`src/dual_issue_pkg.sv`:
```
package dual_issue_pkg;

  ////////////////////////////////////////////////////////////////////////////
  // Queue sizing
  ////////////////////////////////////////////////////////////////////////////

  localparam int queue_depth = 8;
  localparam int queue_index_w = 3;
  localparam int stall_threshold = 4;

  // addi x0, x0, 0
  localparam logic [31:0] nop_instr = 32'h0000_0013;

  ////////////////////////////////////////////////////////////////////////////
  // Opcodes
  ////////////////////////////////////////////////////////////////////////////

  localparam logic [6:0] opcode_lui = 7'b0110111;
  localparam logic [6:0] opcode_auipc = 7'b0010111;
  localparam logic [6:0] opcode_jal = 7'b1101111;
  localparam logic [6:0] opcode_jalr = 7'b1100111;
  localparam logic [6:0] opcode_branch = 7'b1100011;
  localparam logic [6:0] opcode_load = 7'b0000011;
  localparam logic [6:0] opcode_store = 7'b0100011;
  localparam logic [6:0] opcode_immediate = 7'b0010011;
  localparam logic [6:0] opcode_register = 7'b0110011;
  localparam logic [6:0] opcode_system = 7'b1110011;
  localparam logic [6:0] opcode_fload = 7'b0000111;
  localparam logic [6:0] opcode_fstore = 7'b0100111;
  localparam logic [6:0] opcode_fp = 7'b1010011;
  localparam logic [6:0] opcode_fmadd = 7'b1000011;
  localparam logic [6:0] opcode_fmsub = 7'b1000111;
  localparam logic [6:0] opcode_fnmsub = 7'b1001011;
  localparam logic [6:0] opcode_fnmadd = 7'b1001111;

  // funct5 field of the fp opcode
  localparam logic [4:0] funct_fadd = 5'b00000;
  localparam logic [4:0] funct_fsub = 5'b00001;
  localparam logic [4:0] funct_fmul = 5'b00010;
  localparam logic [4:0] funct_fdiv = 5'b00011;
  localparam logic [4:0] funct_fsqrt = 5'b01011;
  localparam logic [4:0] funct_fsgnj = 5'b00100;
  localparam logic [4:0] funct_fminmax = 5'b00101;
  localparam logic [4:0] funct_fcomp = 5'b10100;
  localparam logic [4:0] funct_fmv_f2i = 5'b11100;
  localparam logic [4:0] funct_fmv_i2f = 5'b11110;
  localparam logic [4:0] funct_fconv_f2i = 5'b11000;
  localparam logic [4:0] funct_fconv_i2f = 5'b11010;

  ////////////////////////////////////////////////////////////////////////////
  // Structs
  ////////////////////////////////////////////////////////////////////////////

  // Low half of rdata is the instruction at pc, high half at pc+4
  typedef struct packed {
    logic valid;
    logic [31:0] pc;
    logic [63:0] rdata;
  } fetch_t;

  typedef struct packed {
    logic valid;
    logic [31:0] pc;
    logic [31:0] instr;
  } slot_t;

  typedef struct packed {
    logic basic;
    logic complex;
    logic wren;
    logic rden1;
    logic rden2;
    logic fwren;
    logic frden1;
    logic frden2;
    logic frden3;
    logic [4:0] waddr;
    logic [4:0] raddr1;
    logic [4:0] raddr2;
    logic [4:0] raddr3;
  } usage_t;

  typedef struct packed {
    logic [31:0] pc0;
    logic [31:0] instr0;
    logic [31:0] pc1;
    logic [31:0] instr1;
  } issue_t;

endpackage

```
`src/dual_issue_front.sv`:
```
module dual_issue_front (
  input logic clock,
  input logic reset,
  input dual_issue_pkg::fetch_t fetch,
  output dual_issue_pkg::issue_t issue,
  output logic stall
);
  import dual_issue_pkg::*;

  slot_t head0;
  slot_t head1;
  usage_t usage0;
  usage_t usage1;
  logic [1:0] pass;

  issue_queue queue (
    .clock (clock),
    .reset (reset),
    .fetch (fetch),
    .pass  (pass),
    .head0 (head0),
    .head1 (head1),
    .stall (stall)
  );

  // One decoder per head slot
  instr_classifier classify0 (
    .slot  (head0),
    .usage (usage0)
  );

  instr_classifier classify1 (
    .slot  (head1),
    .usage (usage1)
  );

  pair_selector selector (
    .clock  (clock),
    .head0  (head0),
    .head1  (head1),
    .usage0 (usage0),
    .usage1 (usage1),
    .pass   (pass),
    .issue  (issue)
  );

endmodule

```
`src/instr_classifier.sv`:
```
module instr_classifier (
  input dual_issue_pkg::slot_t slot,
  output dual_issue_pkg::usage_t usage
);
  import dual_issue_pkg::*;

  logic [6:0] opcode;
  logic [2:0] funct3;
  logic [4:0] funct5;
  logic [4:0] rd;
  logic [4:0] rs1;
  logic [4:0] rs2;
  logic [4:0] rs3;
  logic rd_nonzero;

  assign opcode = slot.instr[6:0];
  assign funct3 = slot.instr[14:12];
  assign funct5 = slot.instr[31:27];
  assign rd = slot.instr[11:7];
  assign rs1 = slot.instr[19:15];
  assign rs2 = slot.instr[24:20];
  assign rs3 = slot.instr[31:27];

  // Writes to x0 are dropped and never form a dependence
  assign rd_nonzero = |rd;

  always_comb begin
    usage = '0;
    usage.waddr = rd;
    usage.raddr1 = rs1;
    usage.raddr2 = rs2;
    usage.raddr3 = rs3;

    if (slot.valid) begin
      case (opcode)
        opcode_lui, opcode_auipc: begin
          usage.basic = 1'b1;
          usage.wren = rd_nonzero;
        end
        opcode_immediate: begin
          usage.basic = 1'b1;
          usage.wren = rd_nonzero;
          usage.rden1 = 1'b1;
        end
        opcode_register: begin
          usage.basic = 1'b1;
          usage.wren = rd_nonzero;
          usage.rden1 = 1'b1;
          usage.rden2 = 1'b1;
        end
        opcode_jal: begin
          usage.complex = 1'b1;
          usage.wren = rd_nonzero;
        end
        opcode_jalr, opcode_load: begin
          usage.complex = 1'b1;
          usage.wren = rd_nonzero;
          usage.rden1 = 1'b1;
        end
        opcode_branch, opcode_store: begin
          usage.complex = 1'b1;
          usage.rden1 = 1'b1;
          usage.rden2 = 1'b1;
        end
        opcode_system: begin
          usage.complex = 1'b1;
          case (funct3)
            // csrrw, csrrs, csrrc
            3'd1, 3'd2, 3'd3: begin
              usage.wren = rd_nonzero;
              usage.rden1 = 1'b1;
            end
            // Immediate csr forms
            3'd5, 3'd6, 3'd7: begin
              usage.wren = rd_nonzero;
            end
            default: begin
            end
          endcase
        end
        opcode_fload: begin
          usage.complex = 1'b1;
          usage.rden1 = 1'b1;
          usage.fwren = 1'b1;
        end
        opcode_fstore: begin
          usage.complex = 1'b1;
          usage.rden1 = 1'b1;
          usage.frden1 = 1'b1;
        end
        opcode_fp: begin
          usage.complex = 1'b1;
          case (funct5)
            funct_fadd, funct_fsub, funct_fmul, funct_fdiv,
            funct_fsgnj, funct_fminmax: begin
              usage.fwren = 1'b1;
              usage.frden1 = 1'b1;
              usage.frden2 = 1'b1;
            end
            funct_fsqrt: begin
              usage.fwren = 1'b1;
              usage.frden1 = 1'b1;
            end
            // Results land in the integer file, x0 included
            funct_fcomp: begin
              usage.wren = 1'b1;
              usage.frden1 = 1'b1;
              usage.frden2 = 1'b1;
            end
            funct_fmv_f2i, funct_fconv_f2i: begin
              usage.wren = 1'b1;
              usage.frden1 = 1'b1;
            end
            funct_fmv_i2f, funct_fconv_i2f: begin
              usage.rden1 = 1'b1;
              usage.fwren = 1'b1;
            end
            default: begin
            end
          endcase
        end
        opcode_fmadd, opcode_fmsub, opcode_fnmsub, opcode_fnmadd: begin
          usage.complex = 1'b1;
          usage.fwren = 1'b1;
          usage.frden1 = 1'b1;
          usage.frden2 = 1'b1;
          usage.frden3 = 1'b1;
        end
        // Unknown opcode issues alone and reads nothing
        default: begin
          usage.complex = 1'b1;
        end
      endcase
    end
  end

endmodule

```
`src/issue_queue.sv`:
```
module issue_queue (
  input logic clock,
  input logic reset,
  input dual_issue_pkg::fetch_t fetch,
  input logic [1:0] pass,
  output dual_issue_pkg::slot_t head0,
  output dual_issue_pkg::slot_t head1,
  output logic stall
);
  import dual_issue_pkg::*;

  logic [31:0] pc_mem [queue_depth];
  logic [31:0] instr_mem [queue_depth];

  logic [queue_index_w:0] count;
  logic [queue_index_w:0] count_push;
  logic [queue_index_w-1:0] wid;
  logic [queue_index_w-1:0] wid_second;
  logic [queue_index_w-1:0] rid;
  logic [queue_index_w-1:0] rid_second;

  assign wid_second = wid + 1'b1;
  assign rid_second = rid + 1'b1;

  // Occupancy as seen by the issue logic this cycle
  assign count_push = fetch.valid ? count + 2'd2 : count;

  assign stall = count_push > stall_threshold;

  ////////////////////////////////////////////////////////////////////////////
  // Head slots, with bypass from a fetch arriving this cycle
  ////////////////////////////////////////////////////////////////////////////

  always_comb begin
    head0 = '{valid: 1'b0, pc: 32'd0, instr: nop_instr};
    head1 = '{valid: 1'b0, pc: 32'd0, instr: nop_instr};

    if (count_push >= 1) begin
      head0.valid = 1'b1;
      if (count >= 1) begin
        head0.pc = pc_mem[rid];
        head0.instr = instr_mem[rid];
      end else begin
        head0.pc = fetch.pc;
        head0.instr = fetch.rdata[31:0];
      end
    end

    if (count_push >= 2) begin
      head1.valid = 1'b1;
      if (count >= 2) begin
        head1.pc = pc_mem[rid_second];
        head1.instr = instr_mem[rid_second];
      end else if (count == 1) begin
        head1.pc = fetch.pc;
        head1.instr = fetch.rdata[31:0];
      end else begin
        head1.pc = fetch.pc + 32'd4;
        head1.instr = fetch.rdata[63:32];
      end
    end
  end

  ////////////////////////////////////////////////////////////////////////////
  // Storage and pointers
  ////////////////////////////////////////////////////////////////////////////

  always_ff @(posedge clock) begin
    if (fetch.valid) begin
      pc_mem[wid] <= fetch.pc;
      instr_mem[wid] <= fetch.rdata[31:0];
      pc_mem[wid_second] <= fetch.pc + 32'd4;
      instr_mem[wid_second] <= fetch.rdata[63:32];
    end
  end

  always_ff @(posedge clock) begin
    if (!reset) begin
      count <= '0;
      wid <= '0;
      rid <= '0;
    end else begin
      count <= count_push - {2'b00, pass};
      if (fetch.valid) begin
        wid <= wid + 2'd2;
      end
      rid <= rid + {1'b0, pass};
    end
  end

  // Holds only while the fetcher honours stall
  assert property (@(posedge clock) disable iff (!reset) count <= queue_depth);

  // Selector may only retire slots that the queue actually presented
  assert property (@(posedge clock) disable iff (!reset)
    pass <= {1'b0, head0.valid} + {1'b0, head1.valid});

endmodule

```
`src/pair_selector.sv`:
```
module pair_selector (
  input logic clock,
  input dual_issue_pkg::slot_t head0,
  input dual_issue_pkg::slot_t head1,
  input dual_issue_pkg::usage_t usage0,
  input dual_issue_pkg::usage_t usage1,
  output logic [1:0] pass,
  output dual_issue_pkg::issue_t issue
);
  import dual_issue_pkg::*;

  logic pairable;
  logic int_hazard;
  logic fp_hazard;

  // Second slot must be basic, first may be either class
  assign pairable = (usage0.basic | usage0.complex) & usage1.basic;

  always_comb begin
    int_hazard = 1'b0;
    if (usage0.wren) begin
      if (usage1.rden1 && usage1.raddr1 == usage0.waddr) begin
        int_hazard = 1'b1;
      end
      if (usage1.rden2 && usage1.raddr2 == usage0.waddr) begin
        int_hazard = 1'b1;
      end
    end
  end

  always_comb begin
    fp_hazard = 1'b0;
    if (usage0.fwren) begin
      if (usage1.frden1 && usage1.raddr1 == usage0.waddr) begin
        fp_hazard = 1'b1;
      end
      if (usage1.frden2 && usage1.raddr2 == usage0.waddr) begin
        fp_hazard = 1'b1;
      end
      if (usage1.frden3 && usage1.raddr3 == usage0.waddr) begin
        fp_hazard = 1'b1;
      end
    end
  end

  always_comb begin
    if (!head0.valid) begin
      pass = 2'd0;
    end else if (!head1.valid) begin
      pass = 2'd1;
    end else if (pairable && !int_hazard && !fp_hazard) begin
      pass = 2'd2;
    end else begin
      pass = 2'd1;
    end
  end

  ////////////////////////////////////////////////////////////////////////////
  // Issue slots, unused ones carry a nop
  ////////////////////////////////////////////////////////////////////////////

  always_comb begin
    issue.pc0 = (pass > 0) ? head0.pc : 32'd0;
    issue.instr0 = (pass > 0) ? head0.instr : nop_instr;
    issue.pc1 = (pass > 1) ? head1.pc : 32'd0;
    issue.instr1 = (pass > 1) ? head1.instr : nop_instr;
  end

  // At most two slots exist, so three can never retire
  assert property (@(posedge clock) pass != 2'd3);

endmodule

```
`config.mk`:
```
export PLATFORM = sky130hd
export DESIGN_NAME = dual_issue_front
export DESIGN_NICKNAME = d
export VERILOG_FILES = /design/src/dual_issue_pkg.sv /design/src/dual_issue_front.sv /design/src/instr_classifier.sv /design/src/issue_queue.sv /design/src/pair_selector.sv
export SDC_FILE = /design/constraint.sdc
export NUM_CORES = 1
export LEC_CHECK = 0
export BUFFER_PORTS_ARGS = -buffer_cell sky130_fd_sc_hd__buf_2
export CAP_MARGIN = 20
export CELL_PAD_IN_SITES_DETAIL_PLACEMENT = 2
export CELL_PAD_IN_SITES_GLOBAL_PLACEMENT = 2
export CORE_AREA = 2 2 240 242
export CTS_CLUSTER_DIAMETER = 40
export DETAILED_ROUTE_END_ITERATION = 6
export DIE_AREA = 0 0 242 244
export PLACE_DENSITY = 0.82
export SETUP_SLACK_MARGIN = 0.3
export SYNTH_ARGS = -nofsm -noshare
export SYNTH_HDL_FRONTEND = slang
export SYNTH_SLANG_ARGS = --single-unit
```
`constraint.sdc`:
```
create_clock -name clock -period 12.3 [get_ports clock]
set_input_delay 1.845 -clock clock [delete_from_list [all_inputs] [get_ports clock]]
set_output_delay 1.845 -clock clock [all_outputs]
set_load 0.01 [all_outputs]
```
* After elaboration in Yosys (flattened, before gate mapping)
Memories as Yosys holds them, arrays and structs flattened. A register that Yosys moved wholly into a read port is not among the register bits.
Cells that the tools add are included.
** Word-level totals
- Word-level logic and storage cells :: 192
- Memory bits (writable) :: 512
- Input port bits :: 99
- Output and inout bits :: 129
- Memories kept :: 2
- Register bits after elaboration :: 10
** Cells by class
- Reductions and logical operators :: 41
- $lt $le $gt $ge :: 7
- Bitwise gates (word level) :: 2
- Multiplexer cells :: 58
- Equal/unequal tests :: 72
- Add/sub/neg operators :: 7
** Memories
- queue.instr_mem :: words 8, bits a word 32, read ports 2, clocked after memory_dff 1, write ports 2, RTL line issue_queue.sv:13 : logic [31:0] instr_mem [queue_depth];
- queue.pc_mem :: words 8, bits a word 32, read ports 2, clocked after memory_dff 1, write ports 2, RTL line issue_queue.sv:12 : logic [31:0] pc_mem [queue_depth];
** Operators by type and width (number)
- $mux W64 :: 3
- $mux W65 :: 2
- $mux W32 :: 4
- $eq A7 B7 Y1 const B :: 18
- $eq A7 B6 Y1 const B :: 8
- $eq A5 B5 Y1 const B :: 10
- $add A32 B3 Y32 const B :: 1
- $mux W1 :: 31
- $reduce_or A5 Y1 :: 6
- $eq A7 B5 Y1 const B :: 4
- $reduce_or A7 Y1 :: 4
- $eq A5 B2 Y1 const B :: 4
- $eq A5 B3 Y1 const B :: 4
- $reduce_or A10 Y1 :: 2
- $eq A3 B3 Y1 const B :: 6
- $mux W9 :: 2
- $reduce_or A3 Y1 :: 6
- $reduce_or A9 Y1 :: 2
- $reduce_or A4 Y1 :: 4
- $reduce_or A8 Y1 :: 2
- $eq A5 B5 Y1 :: 3
- $eq A7 B2 Y1 const B :: 2
- $eq A7 B3 Y1 const B :: 2
- $eq A3 B2 Y1 const B :: 4
- 25 further kinds :: 53

* Longest topological paths before layout
- Depth in word-level cells :: 21
- Depth in mapped cells :: 19
- Mapped depth without buffers :: 14

* By module
From an unflattened synthesis, not the netlist that was laid out.
** Unflattened totals
- Cells, all modules :: 2260
- Area total of the unflattened synthesis :: 28686.3 µm²
** Modules (own cells, without submodules)
- issue_queue :: sequential area each 15314.7 µm², cells an instance 1878, area each 26406.6 µm², instances 1
- pair_selector :: sequential area each 0.0 µm², cells an instance 248, area each 1366.3 µm², instances 1
- instr_classifier :: sequential area each 0.0 µm², cells an instance 67, area each 456.7 µm², instances 2

* Least setup slack after synthesis
OpenSTA, ideal clock, no wires.
- Path type :: input to output
- From :: input fetch[73] (netlist bit)
- To :: output issue[61] (netlist bit)
- Stages :: 10
- Path slack :: 6.137 ns
- Required time :: 10.455 ns
- Data arrival time :: 4.318 ns
- Buffers on the path :: 2
- Cells stage by stage :: buf_2 > nand4_1 > or4_1 > or4_1 > clkbuf_1 > nor4_2 > nand3_1 > xnor2_1 > a21oi_1 > nor3_1
** RTL lines
- start, declared :: RTL line dual_issue_front.sv:4 : input dual_issue_pkg::fetch_t fetch,
- end, declared :: RTL line dual_issue_front.sv:5 : output dual_issue_pkg::issue_t issue,

==> run_results.csv <==
group,metric,value,unit
final_layout,mostFrequentLayoutCells,"edfxtp_1, mux4_2, buf_2, mux2i_1, nand2_1",
floorplanning,die_x,242,um
drt,viasPerCell,6.713,
synthesis,ys_top_cells_by_area,"edfxtp_1, mux4_2, mux2i_1",
worst_setup_path,arrival,6840,ps
final_layout,multiInputGateArea,10750,um2
worst_setup_path,cp-end-kind,"output pin",
clocking,cts_made_buffers,82,
synthesis,synth_area,26770,um2
power_and_ir_drop,power_density,262.7,nW/um2
power_and_ir_drop,power_leakage,10.76,nW
placed_design,placed_cell_area,28430,um2
timing,clock.fmax,115.2,MHz
synthesis,dominantRegCellSynth,"edfxtp_1",
timing,period_minus_slack,8681,ps
job,maxCapViolations,0,
floorplanning,core_area,56170,um2
clocking,cts_root_buf,"clkbuf_16",
timing,period_share,70.58,%
grt,antenna_found_initial,10,
timing,hold_ws,609.1,ps
synthesis,synth_top_area_cell,"edfxtp_1",
worst_setup_path,startpoint_type,"flop",
timing,worst_slew_margin_rel,34.26,%
drt,wl,93530,um
power_and_ir_drop,peakVddDrop,183.5,uV
drt,drtAntennaViolNets,0,
synthesis,synth_top_area_share,56.54,%
floorplanning,rows,87,
clocking,cts_tree,"built",
drt,wl_per_cell,34.63,um
worst_setup_path,cp_max_fo,44,
drt,vias,18131,
floorplanning,io_pins,228,
clocking,cts_hold_buf,0,
timing,slew_viol_final,0,
timing,finClkSkew,25.61,ps
timing,hold_viol_final,0,
timing,setup_viol,0,
worst_setup_path,cp_data_required_time,10450,ps
grt,grt_pass1_wl,139100,um
final_layout,regArea,15330,um2
floorplanning,fp.dieH,244,um
synthesis,yosys_warnings,0,
clocking,worstSkewPairLatency,620,ps
clocking,post_cts_resized,0,
synthesis,synthCells,1684,
grt,grt_use_total,31.81,%
final_layout,fin_nets,1985,
run_status,status,"complete, no violations",
drt,firstDrtPassIters,6,
clocking,cts_sinks,513,
drt,drc,0,
synthesis,async_flop_share,0,%
synthesis,synth_edf_count,504,
final_layout,drive_gt1_share,34.76,%
timing,rsz0062_at_grt,"false",
final_layout,syn2layout_area_growth,17.00,%
timing,tns,0,ps
synthesis,postSynthAreaPerCell,15.90,um2
grt,grt_pass1_vias,19835,
floorplanning,start_util,47.66,%
final_layout,layout_commonest_cell,"edfxtp_1",
synthesis,synth-seq-cells,513,
synthesis,ys_seq_area_share,57.21,%
worst_setup_path,worst-setup-path-type,"flop to output pin",
placed_design,dp_hpwl,56090,um
clocking,htree_levels,3,
timing,tightest_slew,986.1,ps
clocking,post-cts-setup-buffer-count,0,
final_layout,fillerInstances,4940,
synthesis,synth.distinct_cells,75,
worst_setup_path,rrSetupSlack,5210,ps
min_path,min_path_type,"flop to flop",
final_layout,design_area,31320,um2
grt,grt_max_degree,124,
grt,overflow,0,
placed_design,gp_congestion,0.8365,
final_layout,final_core_util,55.76,%
clocking,clockBufferDepth,3,
floorplanning,dieArea,59050,um2
clocking,path_clk_slew,50,ps
drt,drt-initial-drc-count,1656,
placed_design,numPortBuffers,222,
[metrics by stage]
step,power (mW),setup WS [ps],instances
finish,8.229,3619,2701
detailed placement,5.733,4594,2544
floorplan,4.504,6137,1687
CTS,8.228,3767,2696
global placement,5.582,4802,2544
global route,8.519,3390,2700
[cell type report]
type                            count  share of cell area, %
Antenna cell                        3                0.02397
Clock buffer                       89                  6.771
Clock inverter                     63                  2.321
Inverter                           14                 0.1718
Multi-Input combinational cell   1008                  34.32
Sequential cell                   513                  48.94
Tap cell                          756                  3.020
Timing Repair Buffer              255                  4.434
[flip-flops by register name (all words and copies together) (netlist names)]
name and cells:
queue.count 4, queue.instr_mem 256, queue.rid 3, queue.wid 2
queue.pc_mem 248
[synth_stat cells, types with 3 or more instances]
| cell | instances |
|---|---|
| a2111oi_1 | 7 |
| ha_1 | 10 |
| nand3b_1 | 5 |
| o22ai_1 | 3 |
| buf_1 | 15 |
| and2_1 | 13 |
| a211oi_1 | 55 |
| and3b_1 | 3 |
| nor3b_1 | 17 |
| mux4_2 | 239 |
| o211ai_1 | 4 |
| nor4_1 | 10 |
| buf_2 | 41 |
| mux2i_1 | 113 |
| nand4_1 | 8 |
| a2111oi_0 | 29 |
| or4_1 | 6 |
| edfxtp_1 | 504 |
| and3_1 | 26 |
| nor2b_1 | 11 |
| clkbuf_1 | 68 |
| inv_1 | 14 |
| nand2_1 | 106 |
| a21oi_1 | 32 |
| a22oi_1 | 4 |
| nand2b_1 | 4 |
| a311oi_1 | 3 |
| buf_4 | 25 |
| xor2_1 | 38 |
| nor3_1 | 36 |
| dfxtp_1 | 9 |
| xnor2_1 | 34 |
| nand3_1 | 15 |
| nor2_1 | 105 |
| mux2_2 | 14 |
| o21ai_0 | 9 |
[routing by layer]
layer | wire length, um | GRT usage [%]
met1 | 35820 | 40.65
met2 | 47990 | 54.42
met3 | 6456 | 5.948
met4 | 3198 | 11.84
met5 | 70 | 0
[final timing paths]
path / start / to / cells after the start
hold reg to reg: queue.wid[2] / queue.wid[2] / 2
hold / removal: queue.wid[2] / queue.wid[2] / 2
setup / recovery: queue.rid[0] / issue[32] / 9
setup reg to reg: queue.rid[0] / queue.count[2] / 14
[critical path, stage by stage (launching register included)]
cell and delay (ps):
dfxtp_4 810, ha_4 720, buf_4 700, mux4_2 590
nor4_1 700, nor2_1 170, or4_2 990, buf_4 450
nor3_1 700, buf_2 260
[cell families after synthesis]
kind of cell | after synthesis | synth area share [%]
buf+inv | 166 | 2.931
other cells | 2 | 0.02805
flops | 513 | 57.21
simple gates | 378 | 6.899
xor+xnor | 74 | 2.477
compound gates | 173 | 4.917
fa+ha+maj | 12 | 0.6170
mux | 366 | 24.92
[where the power goes]
| part | switching, mW | internal, mW |
|---|---|---|
| Combinational | 2.21 | 1.45 |
| Sequential | 0.122 | 2.03 |
| Clock | 0.913 | 1.50 |
Note: power is estimated with default switching activity, not from simulation.
